[src/source/lsu_pkg.sv]
`default_nettype none

package lsu_pkg;

    // ====================
    // Memory operations
    // ====================

    // RISC-V funct3 encodings of the load ops
    // Stores reuse LB, LH and LW as byte, half and word
    typedef enum logic [2:0] {
        OP_LB  = 3'b000,    // Signed byte
        OP_LH  = 3'b001,    // Signed half
        OP_LW  = 3'b010,    // Full word
        OP_LBU = 3'b100,    // Unsigned byte
        OP_LHU = 3'b101     // Unsigned half
    } mem_op_e;

    // Store width
    // Same values as the low two funct3 bits
    typedef enum logic [1:0] {
        SZ_BYTE = 2'b00,
        SZ_HALF = 2'b01,
        SZ_WORD = 2'b10
    } store_size_e;

    // ====================
    // Debug access
    // ====================

    // Debug size field width
    // Low 3 bits carry a mem_op_e on reads
    // Low 2 bits carry a store_size_e on writes
    localparam int DBG_ST_W = 4;

endpackage

`default_nettype wire

[src/source/wb_pkg.sv]
`default_nettype none

package wb_pkg;

    // ====================
    // Bus widths
    // ====================

    localparam int ADDR_W = 32;
    localparam int DATA_W = 32;
    localparam int SEL_W  = DATA_W / 8;  // One select per byte lane

    // ====================
    // Data RAM
    // ====================

    localparam int RAM_WORDS = 256;
    localparam int RAM_AW    = $clog2(RAM_WORDS);        // Word index width
    localparam logic [ADDR_W-1:0] RAM_BYTES = ADDR_W'(RAM_WORDS * 4);  // First bad addr

    // Cycles from strobe accept to ack/err, at least 1
    localparam int WAIT_STATES = 2;
    localparam int CNT_W = (WAIT_STATES > 1) ? $clog2(WAIT_STATES) : 1;
    localparam logic [CNT_W-1:0] WAIT_LAST = CNT_W'(WAIT_STATES - 1);  // Last wait count

endpackage

`default_nettype wire

[src/source/load_aligner.sv]
`default_nettype none

module load_aligner (
    input  logic [wb_pkg::DATA_W-1:0] rdata_i,    // Raw bus word
    input  lsu_pkg::mem_op_e          op_i,
    input  logic [1:0]                addr_lo_i,  // Byte offset of the load
    output logic [wb_pkg::DATA_W-1:0] data_o
);

    localparam int B_PAD = wb_pkg::DATA_W - 8;   // Extension bits above a byte
    localparam int H_PAD = wb_pkg::DATA_W - 16;  // Extension bits above a half

    logic [7:0]  byte_sel;
    logic [15:0] half_sel;

    // ====================
    // Lane extraction
    // ====================

    // Addressed byte, offset times 8
    assign byte_sel = rdata_i[{addr_lo_i, 3'b000} +: 8];

    // Upper or lower half by addr bit 1
    assign half_sel = rdata_i[{addr_lo_i[1], 4'b0000} +: 16];

    // ====================
    // Extension
    // ====================

    always_comb begin
        case (op_i)
            lsu_pkg::OP_LB: begin
                data_o = {{B_PAD{byte_sel[7]}}, byte_sel};    // Sign from bit 7
            end
            lsu_pkg::OP_LH: begin
                data_o = {{H_PAD{half_sel[15]}}, half_sel};   // Sign from bit 15
            end
            lsu_pkg::OP_LBU: begin
                data_o = {{B_PAD{1'b0}}, byte_sel};
            end
            lsu_pkg::OP_LHU: begin
                data_o = {{H_PAD{1'b0}}, half_sel};
            end
            default: begin
                // LW and unused funct3 codes
                data_o = rdata_i;
            end
        endcase
    end

endmodule

`default_nettype wire

[src/source/store_aligner.sv]
`default_nettype none

module store_aligner (
    input  logic [wb_pkg::DATA_W-1:0] wdata_i,    // Unaligned store data, LSB first
    input  lsu_pkg::store_size_e      size_i,
    input  logic [1:0]                addr_lo_i,  // Byte offset in word
    input  logic                      write_i,
    output logic [wb_pkg::SEL_W-1:0]  wsel_o,
    output logic [wb_pkg::DATA_W-1:0] data_o
);

    // ====================
    // Lane placement
    // ====================

    always_comb begin
        // Word store by default
        data_o = wdata_i;
        wsel_o = '1;

        case (size_i)
            lsu_pkg::SZ_BYTE: begin
                // Byte copied to every lane, one select
                data_o = {wb_pkg::SEL_W{wdata_i[7:0]}};
                wsel_o = wb_pkg::SEL_W'(1) << addr_lo_i;
            end
            lsu_pkg::SZ_HALF: begin
                // Half in lanes 1:0 or 3:2 by addr bit 1
                data_o = {(wb_pkg::SEL_W / 2){wdata_i[15:0]}};
                wsel_o = wb_pkg::SEL_W'(2'b11) << {addr_lo_i[1], 1'b0};
            end
            default: begin
                data_o = wdata_i;   // Full word, all lanes
                wsel_o = '1;
            end
        endcase

        // Reads always fetch whole word
        if (!write_i) begin
            wsel_o = '1;
        end
    end

endmodule

`default_nettype wire

[src/source/wishbone_controller.sv]
`default_nettype none

module wishbone_controller (
    input  logic                            clk_i,
    input  logic                            rst_n_i,

    // Processor side
    input  logic [wb_pkg::ADDR_W-1:0]       proc_addr_i,
    input  logic [wb_pkg::DATA_W-1:0]       proc_wdata_i,
    input  logic                            proc_read_i,
    input  logic                            proc_write_i,
    input  lsu_pkg::mem_op_e                proc_op_i,
    output logic [wb_pkg::DATA_W-1:0]       proc_rdata_o,   // Aligned load result
    output logic                            proc_ack_o,
    output logic                            proc_err_o,
    output logic                            proc_stall_o,

    // Debug side, only while halted
    input  logic                            core_halted_i,
    input  logic                            dbg_en_i,
    input  logic                            dbg_wr_i,
    input  logic [lsu_pkg::DBG_ST_W-1:0]    dbg_st_i,
    input  logic [wb_pkg::ADDR_W-1:0]       dbg_addr_i,
    input  logic [wb_pkg::DATA_W-1:0]       dbg_wdata_i,
    output logic [wb_pkg::DATA_W-1:0]       dbg_rdata_o,    // Raw bus word
    output logic                            dbg_done_o,

    // Wishbone master
    output logic [wb_pkg::ADDR_W-1:0]       wb_adr_o,
    output logic [wb_pkg::DATA_W-1:0]       wb_dat_o,
    output logic [wb_pkg::SEL_W-1:0]        wb_sel_o,
    output logic                            wb_we_o,
    output logic                            wb_cyc_o,
    output logic                            wb_stb_o,
    input  logic [wb_pkg::DATA_W-1:0]       wb_dat_i,
    input  logic                            wb_ack_i,
    input  logic                            wb_err_i
);

    logic                      proc_req;       // Read or write pending
    logic                      bus_done;       // Ack or err from slave
    logic [wb_pkg::DATA_W-1:0] st_wdata;
    lsu_pkg::store_size_e      st_size;
    logic                      st_write;
    logic [1:0]                addr_lo_q;
    lsu_pkg::mem_op_e          op_q;

    // ====================
    // Processor cycle
    // ====================

    assign proc_req = proc_read_i | proc_write_i;
    assign bus_done = wb_ack_i | wb_err_i;

    // Halted core sees no response
    assign proc_ack_o   = bus_done & ~core_halted_i;
    assign proc_err_o   = wb_err_i & ~core_halted_i;
    assign proc_stall_o = proc_req & ~proc_ack_o;   // Wait states show up here

    // Low addr bits and op for load alignment
    // Request is held through the wait, so copy matches at ack
    always_ff @(posedge clk_i or negedge rst_n_i) begin
        if (!rst_n_i) begin
            addr_lo_q <= 2'b00;
            op_q      <= lsu_pkg::OP_LW;
        end else begin
            addr_lo_q <= proc_addr_i[1:0];
            op_q      <= proc_op_i;
        end
    end

    load_aligner u_load_aligner (
        .rdata_i   (wb_dat_i),
        .op_i      (op_q),
        .addr_lo_i (addr_lo_q),
        .data_o    (proc_rdata_o)
    );

    // ====================
    // Debug cycle
    // ====================

    assign dbg_rdata_o = wb_dat_i;                  // No alignment on debug reads
    assign dbg_done_o  = bus_done & core_halted_i;

    // ====================
    // Store path
    // ====================

    // Fed by whoever owns the bus
    assign st_wdata = core_halted_i ? dbg_wdata_i : proc_wdata_i;
    assign st_write = core_halted_i ? dbg_wr_i : proc_write_i;

    // Store funct3 low bits line up with store_size_e
    assign st_size = core_halted_i ? lsu_pkg::store_size_e'(dbg_st_i[1:0])
                                   : lsu_pkg::store_size_e'(proc_op_i[1:0]);

    store_aligner u_store_aligner (
        .wdata_i   (st_wdata),
        .size_i    (st_size),
        .addr_lo_i (wb_adr_o[1:0]),
        .write_i   (st_write),
        .wsel_o    (wb_sel_o),
        .data_o    (wb_dat_o)
    );

    // ====================
    // Bus master mux
    // ====================

    always_comb begin
        if (core_halted_i) begin
            // Debug port owns the bus
            wb_adr_o = dbg_addr_i;
            wb_we_o  = dbg_wr_i;
            wb_cyc_o = dbg_en_i;
            wb_stb_o = dbg_en_i;
        end else begin
            wb_adr_o = proc_addr_i;
            wb_we_o  = proc_write_i;
            wb_cyc_o = proc_req;
            wb_stb_o = proc_req;    // Held until ack or err
        end
    end

endmodule

`default_nettype wire

[config.mk]
export PLATFORM = sky130hd
export DESIGN_NAME = wishbone_controller
export DESIGN_NICKNAME = d
export VERILOG_FILES = /design/src/source/lsu_pkg.sv /design/src/source/wb_pkg.sv /design/src/source/load_aligner.sv /design/src/source/store_aligner.sv /design/src/source/wishbone_controller.sv
export SDC_FILE = /design/constraint.sdc
export NUM_CORES = 1
export LEC_CHECK = 0
export BUFFER_PORTS_ARGS = -buffer_cell sky130_fd_sc_hd__buf_4
export CORE_AREA = 2 2 123 125
export CTS_CLUSTER_DIAMETER = 150
export DETAILED_ROUTE_END_ITERATION = 10
export DIE_AREA = 0 0 125 127
export SKIP_CTS_REPAIR_TIMING = 1
export SYNTH_ARGS = -nofsm -noshare
export SYNTH_HDL_FRONTEND = slang
export SYNTH_SLANG_ARGS = --single-unit
[constraint.sdc]
create_clock -name clk_i -period 4.36 [get_ports clk_i]
set_input_delay 0.872 -clock clk_i [delete_from_list [all_inputs] [get_ports clk_i]]
set_output_delay 0.872 -clock clk_i [all_outputs]
set_load 0.005 [all_outputs]
=== After elaboration in Yosys (flattened, before gate mapping) ===
Cells that the tools add are included.

* Input bits: 176
* Logic and storage cells: 29
* Register bits: 5
* Output and inout port bits: 139

* Muxes and demuxes: 9
* Shift operators: 4
* Bitwise logic cells: 8
* Reduce and logical (&&, ||, !) cells: 2
* Equality and inequality tests: 4

{| class="wikitable"
|+ Operators by type and width
! cell !! number
|-
| 32-bit one-hot mux with 4 select lines || 1
|-
| 32-bit 2-to-1 mux || 2
|-
| 32-bit one-hot mux with 2 select lines || 1
|-
| 32-bit by 6-bit indexed part select with 16-bit output || 1
|-
| 32-bit by 6-bit indexed part select with 8-bit output || 1
|-
| 4-bit one-hot mux with 2 select lines || 1
|-
| 3-bit == test, second input constant || 2
|-
| 1-bit bitwise AND || 4
|-
| 4-bit 2-to-1 mux || 1
|-
| 1-bit by 2-bit << shifter with 4-bit output, first input constant || 1
|-
| 2-bit by 2-bit << shifter with 4-bit output, first input constant || 1
|-
| 3-bit by 1-bit == test with 1-bit output, second input constant || 1
|-
| 3-bit logical NOT || 1
|-
| 2-bit by 1-bit == test with 1-bit output, second input constant || 1
|-
| 2-bit logical NOT || 1
|-
| 1-bit 2-to-1 mux || 2
|-
| 2-bit 2-to-1 mux || 1
|-
| 1-bit NOT || 2
|-
| 1-bit OR || 2
|}

=== Depth between registers and ports, before layout ===
Gate-level depths: netlist of run 1.

* Depth after elaboration: 4
* Depth in mapped cells: 6
* Mapped depth without buffers: 3

=== Modules after synthesis ===
From an unflattened synthesis of run 1, not the netlist that was laid out.

* Cells, all modules: 300
* Area total of the unflattened synthesis: 2847.7 um^2

{| class="wikitable"
|+ By module, submodules not included
! module !! seq. area each (um^2) !! instances !! area an instance (um^2) !! cells an instance
|-
| wishbone_controller || 126.4 || 1 || 1564.0 || 121
|-
| load_aligner || 0.0 || 1 || 794.5 || 118
|-
| store_aligner || 0.0 || 1 || 489.2 || 61
|}

=== Least setup slack after synthesis of run 1 ===
No wires, ideal clock.

* Path kind: input to output
* From: input dbg_st_i[1] (netlist bit)
* To: output wb_dat_o[10] (netlist bit)
* Data required time: 3488 ps
* Arrival time: 1777 ps
* Buffers on the path: 1
* Cell stages on the path: 4
* Setup slack: 1711 ps
* Cells stage by stage: buf_4 > nor2_1 > a21oi_2 > mux2_2

* Longest elaborated chain between the ends: 3
* Elaborated cells between the ends (all ways): 4
* Classes of those cells: eq/ne (1); mux (2); reduce/logical (1)

{| class="wikitable"
|+ Ends and longest elaborated chain
! what !! line !! text
|-
| start: declaration || wishbone_controller.sv:22 || <nowiki>input logic [lsu_pkg::DBG_ST_W-1:0] dbg_st_i,</nowiki>
|-
| 2-bit 2-to-1 mux * || wishbone_controller.sv:95 || <nowiki>assign st_size = core_halted_i ? lsu_pkg::store_size_e'(dbg_st_i[1:0])</nowiki>
|-
| 2-bit by 1-bit == test with 1-bit output or 2-bit logical NOT (tied branches) || store_aligner.sv:21 || <nowiki>case (size_i)</nowiki>
|-
| 32-bit one-hot mux with 2 select lines * || store_aligner.sv:21 ||
|-
| end: declaration || wishbone_controller.sv:30 || <nowiki>output logic [wb_pkg::DATA_W-1:0] wb_dat_o,</nowiki>
|}

Every way passes the cells marked *; elsewhere a longest branch is shown, timed or not.

=== Worst setup path in the final report of run 1 ===
* From: input core_halted_i
* To: output wb_dat_o[15] (netlist bit)

* Longest elaborated chain between the ends: 3
* Elaborated cells between the ends (all ways): 5
* Classes of those cells: eq/ne (1); mux (3); reduce/logical (1)

{| class="wikitable"
|+ Ends and longest elaborated chain
! what !! line !! text
|-
| start: declaration || wishbone_controller.sv:19 || <nowiki>input logic core_halted_i,</nowiki>
|-
| 2-bit 2-to-1 mux || wishbone_controller.sv:95 ||
|-
| 2-bit by 1-bit == test with 1-bit output or 2-bit logical NOT (tied branches) || store_aligner.sv:21 ||
|-
| 32-bit one-hot mux with 2 select lines * || store_aligner.sv:21 ||
|}

Marked as above.

==> results.md, run 1 <==
- Status: completed
- Seq cells post-synth: 5
- Num ports: 315
- Vias in the first global route: 3641
- Commonest non-fill, non-tap cell in the layout: buf_4
- Synth top area share: 24.9%
- Slew @ Worst Pin: 0.926 ns
- CTS Buffer Depth: 2
- Placed Instances: 786
- Setup TNS: 0 ns
- Worst VDD drop: 63.4 uV
- Remaining antenna violation count: 0
- Wire per inst: 17.1 um
- Final critical-path required period: 3.36 ns
- Placeable Area: 0.0144 mm2
- Initial antenna violation count: 0
- Hold crit path type: in2async
- Post-synth EDFFs: 0
- Asr flop ratio synth: 100%
- Share of cells above drive strength 1: 62.9%
- Crit-path max FO: 38
- Total CTS buffers: 3
- Largest family of logic cells by synthesized area: multiplexers
- Vias: 3656
- Sink Count: 5
- # rows: 44
- # diodes: 0
- Count of non-filler cells in the finished layout: 790
- Cell area after synthesis: 0.00258 mm2
- M1 GR Usage: 17.4%
- Die height: 127 um
- Commonest cells after routing, fill and taps aside: buf_4 (316), mux2_2 (57), nand2_1 (51)
- Post-synthesis sequential area ratio: 4.89%
- Critical Path Source Type: primary input
- Synth top area cells: mux2_2 (25%), mux2i_1 (12%), buf_4 (11%), nand2_1 (7.4%), a22oi_1 (4.7%)
- Vias per cell: 4.63
- P per Cell Area: 152 mW/mm2
- Dominant cell type by area after synthesis: mux2_2
- XOR/XNOR Fraction of Synth Area: 0%
- Met2 Use GR: 29.6%
- Fin crit share: 77.1%
- Slew Viols, Final: 0
- FILL cells: 1561
- Congestion Overflow GR: 0
- Max-cap viol count: 0
- Met3 usage: 3.64%
- Yosys warns: 0
- Gpl congestion: 0.823
- Initial Utilization: 17.9%
- NumNets Final: 783
- Total GRT Usage: 15.4%
- Req. time, crit path: 3.49 ns
- # port buffers: 312
- Largest net degree at the start of global routing: 39
- H-tree levels: 1
- Die Wd: 125 um
- Pleak: 0.00245 uW
- Clock root buffer: clkbuf_16
- Syn Area/Cell: 7.36 um2
- First-pass GRT wire length: 19.9 mm
- Total die area: 0.0159 mm2
- HPWL Detailed: 11.3 mm
- Mux cell area share after synthesis: 36.9%
- Area Overhead vs Synth: 86.7%
- Compound-Gate Fraction of Synth Area: 18.7%
- Detailed Routing Iterations Pass 1: 4
- Crit path DAT: 2.49 ns
- Gr busiest metal: met2
- Synthesized instance count: 351
- Max Freq: 298 MHz
- Syn Nets: 527
- Setup Crit Path Kind: in2out
- Drt total wl: 13.5 mm
- Worst-path clk slew: 0.04 ns
- Adder-cell share of the synthesized area: 0%
- Worst Setup End Kind: output port
- Final hold viol count: 0
- RSZ-0062 raised after global routing: no
- Final hold slack: 0.440 ns
- # DRC: 0
- Worst slew margin: 38.0%
- Final Setup Violations: 0
- Post-synth cell types: 38
- CTS tree: built
- Top FF cell, synth: dfrtp_1
- DR iter-0 viols: 160
- Post-Synth Simple-Gate Area: 21.4%
-- critical path, cell delays in order --
cell     delay (ns)
buf_4          0.40
nor3_1         0.13
a21oi_2        0.51
mux2_2         0.43
buf_4          0.14
-- layout make-up --
cell class              instances  area (um2)  area share, %
flip-flops and latches          5         126           2.62
repair buffers                316        2370           49.2
well taps                     184         230           4.78
inverters                       7        26.3          0.545
multi-input cells             274        1990           41.2
clock buffers                   4        78.8           1.64
-- through the flow --
step	setup slack, ns	power, uW	util, %	instance area [um2]
floorplan	1.71	275	-	2580
global placement	0.964	584	32.9	4740
detailed placement	0.979	586	32.9	4740
CTS	0.973	747	33.4	4820
global route	0.834	789	33.4	4820
finish	0.999	734	33.4	4820
-- final timing paths --
kind,startpoint,endpoint,slack (ns),cells past startpoint
worst max-delay path,core_halted_i,wb_dat_o[15],1.0,5
worst min-delay path,rst_n_i,op_q[2],0.44,1
max in group asynchronous,rst_n_i,op_q[1],3.71,1
min in group clk_i,proc_op_i[2],op_q[2],0.75,1
-- metal layers --
metal	wire (um)	share of wire, %	vias to the layer above
met3	1190	8.8	6
met5	0	0	-
met1	4890	36	1680
met2	7290	54	210
met4	107	0.79	0
li1	-	-	1760
-- synthesized netlist by cell type, types with 6 or more instances --
library cell  count
mux2i_1          31
buf_2            17
nor3_1           17
a22oi_1          16
buf_4            39
nand3_1           8
a21oi_1           6
inv_1             7
nand2_1          51
a211oi_1          7
nor2_1           10
a311oi_1          7
nand4_1           7
nor2b_1          11
o21ai_0          23
mux2_2           57
-- registers in the layout (all words and copies together), names as in the netlist --
register / count
addr_lo_q: 2
op_q: 3
-- logic make-up after synthesis --
group / Yosys count
mux: 88
compound gates: 71
buf+inv: 72
flops: 5
simple gates: 115
-- power by group --
part / leakage, uW / switching [uW] / internal, uW
clock network: 0.0000382 / 31.4 / 121
registers: 0.0000571 / 12.7 / 49.5
logic: 0.00236 / 207 / 312
Power figures use the tool's default switching activity.
==> inputs of run 2 (changes only) <==
clock period = 2.95 ns   (was 4.36 ns; I/O delays follow)
==> run 2 against run 1 <==
Compared with the run above: first-iteration DRC count increased by 22%; via count down 0.44%; sequential power grew 37%; sequential share of layout area barely moved; critical path depth down 1; utilization up 0.44 points; critical path type is now reg2out; largest power group unchanged.
==> results.md, run 2 (synthesis gave the netlist of run 1 again) <==
- Die height: 127 um (unchanged)
- Pre-CTS setup slack: 0.444 ns (-0.535 ns)
- Worst path slowest cell: and2b_1
- First-pass GRT wire length: 19.4 mm (-2.7%)
- RSZ-0062 raised after global routing: no
- Gpl congestion: 0.822 (-0.13%)
- Final setup margin: 0.348 ns (-0.651 ns)
- Worst-path cell chain: and2b_1 > a311oi_1 > nor3_1 > buf_4
- Commonest cells after routing, fill and taps aside: buf_4 (321), mux2_2 (57), nand2_1 (51)
- Total die area: 0.0159 mm2 (unchanged)
- # DRC: 0 (unchanged)
- Initial antenna violation count: 0 (unchanged)
- Max Freq: 384 MHz
- Placeable Area: 0.0144 mm2 (unchanged)
- Slew Viols, Final: 0 (unchanged)
- Worst VDD drop: 92.7 uV (+46%)
- Hold crit path type: in2async
- Share of cells above drive strength 1: 63.2% (+0.36 points)
- Commonest non-fill, non-tap cell in the layout: buf_4
- Setup TNS: 0 ns (unchanged)
- Sink Count: 5 (unchanged)
- Wire per inst: 16.7 um (-2.2%)
- Vias in the first global route: 3535 (-2.9%)
- P per Cell Area: 224 mW/mm2 (+47%)
- Total Power: 1100 uW (+49%)
- Worst Setup End Kind: output port
- Congestion Overflow GR: 0 (unchanged)
- Max reg flops: 3 (unchanged)
- Req. time, crit path: 2.36 ns (-1.13 ns)
- Pleak: 0.00249 uW (+1.5%)
- Final critical-path required period: 2.60 ns
- Final hold slack: 0.157 ns (-0.282 ns)
- Power share of the combinational group: 71.4% (+0.7 points)
- Num ports: 315 (unchanged)
- Remaining antenna violation count: 0 (unchanged)
- Status: completed
- Fin crit share: 88.2%
- CTS tree: built
- Slew @ Worst Pin: 0.600 ns (-0.326 ns)
- Worst-path clk slew: 0.04 ns (about the same)
- DR iter-0 viols: 195 (+22%)
- Setup Crit Path Kind: reg2out
- Vias: 3640 (-0.44%)
- CP peak stage delay: 0.60 ns (+0.09 ns)
- Placed Instances: 792 (+0.76%)
- HPWL Detailed: 11.2 mm (-0.54%)
- Clock power share: 20.8% (about the same)
- Crit path DAT: 2.01 ns (-0.48 ns)
- H-tree levels: 1 (unchanged)
- NumNets Final: 789 (+0.77%)
- Final hold viol count: 0 (unchanged)
- Switch Pwr: 374 uW (+49%)
- FILL cells: 1550 (-0.70%)
- Worst slew margin: 60.0% (+22 points)
- Drt total wl: 13.3 mm (-1.5%)
- # port buffers: 312 (unchanged)
- Top reg by flops: op_q
- Initial Utilization: 17.9% (unchanged)
- Critical Path Source Type: flip-flop
- Final Setup Violations: 0 (unchanged)
- Clock root buffer: clkbuf_16
- Sequential Power Share: 7.8% (-0.7 points)
- Sw Ratio: 34.1% (-0.10 points)
- Max-cap viol count: 0 (unchanged)
- Die Wd: 125 um (unchanged)
- Largest regs: op_q (3), addr_lo_q (2)
- Largest net degree at the start of global routing: 48 (+23%)
- CTS Buffer Depth: 2 (unchanged)
- Count of non-filler cells in the finished layout: 796 (+0.76%)
- Total CTS buffers: 3 (unchanged)
- # diodes: 0 (unchanged)
- Total GRT Usage: 14.9% (-0.51 points)
- Detailed Routing Iterations Pass 1: 4 (unchanged)
- Crit-path max FO: 17 (-55%)
- Internal power: 722 uW (+50%)
- Area Overhead vs Synth: 89.1%
- # rows: 44 (unchanged)
- Vias per cell: 4.57 (-1.2%)
[run 2: worst paths after layout]
kind / slack (ns) / from / cells after the start / endpoint
worst max-delay path: 0.35 / op_q[0] / 4 / proc_rdata_o[5]
worst min-delay path: 0.16 / rst_n_i / 1 / op_q[2]
max in group asynchronous: 2.59 / rst_n_i / 1 / op_q[1]
min in group clk_i: 0.46 / proc_op_i[2] / 1 / op_q[2]
[run 2: power by group through the flow]
stage / combinational, uW / clock, uW / sequential [uW]
2_1_floorplan: 330 / 0 / 76.5
3_3_place_gp: 787 / 0 / 85.4
3_5_place_dp: 788 / 0 / 85.6
4_1_cts: 791 / 237 / 84.8
5_1_grt: 843 / 242 / 86.8
6_report: 782 / 228 / 85.2
[run 2: cell type report]
cell class	instances	area [um2]	area share [%]
Timing Repair Buffer	322	2430	49.7
Multi-Input combinational cell	274	1990	40.8
Tap cell	184	230	4.71
Sequential cell	5	126	2.59
Clock buffer	4	78.8	1.61
Inverter	7	26.3	0.538
[run 2: per-stage QoR]
stage                     cell area (um2)  utilization [%]
after global routing                 4880             33.9
after detailed placement             4800             33.3
final                                4880             33.9
after global placement               4800             33.3
after floorplan                      2580                -
after CTS                            4880             33.8
[run 2: per-layer routing]
layer	wire length, um	vias up	GRT usage (%)
met1	4940	1633	16.7
met2	6910	222	28.2
met3	1250	10	3.85
met4	165	0	3.40
li1	-	1775	-
met5	0	-	0
[run 2: critical path, delay by kind of cell, from the launching register on]
family / cells / cell delay [ns]
AO/OA/AOI/OAI: 1 / 0.16
AND/OR/NAND/NOR: 2 / 0.88
flip-flops: 1 / 0.57
buffers and inverters: 1 / 0.17
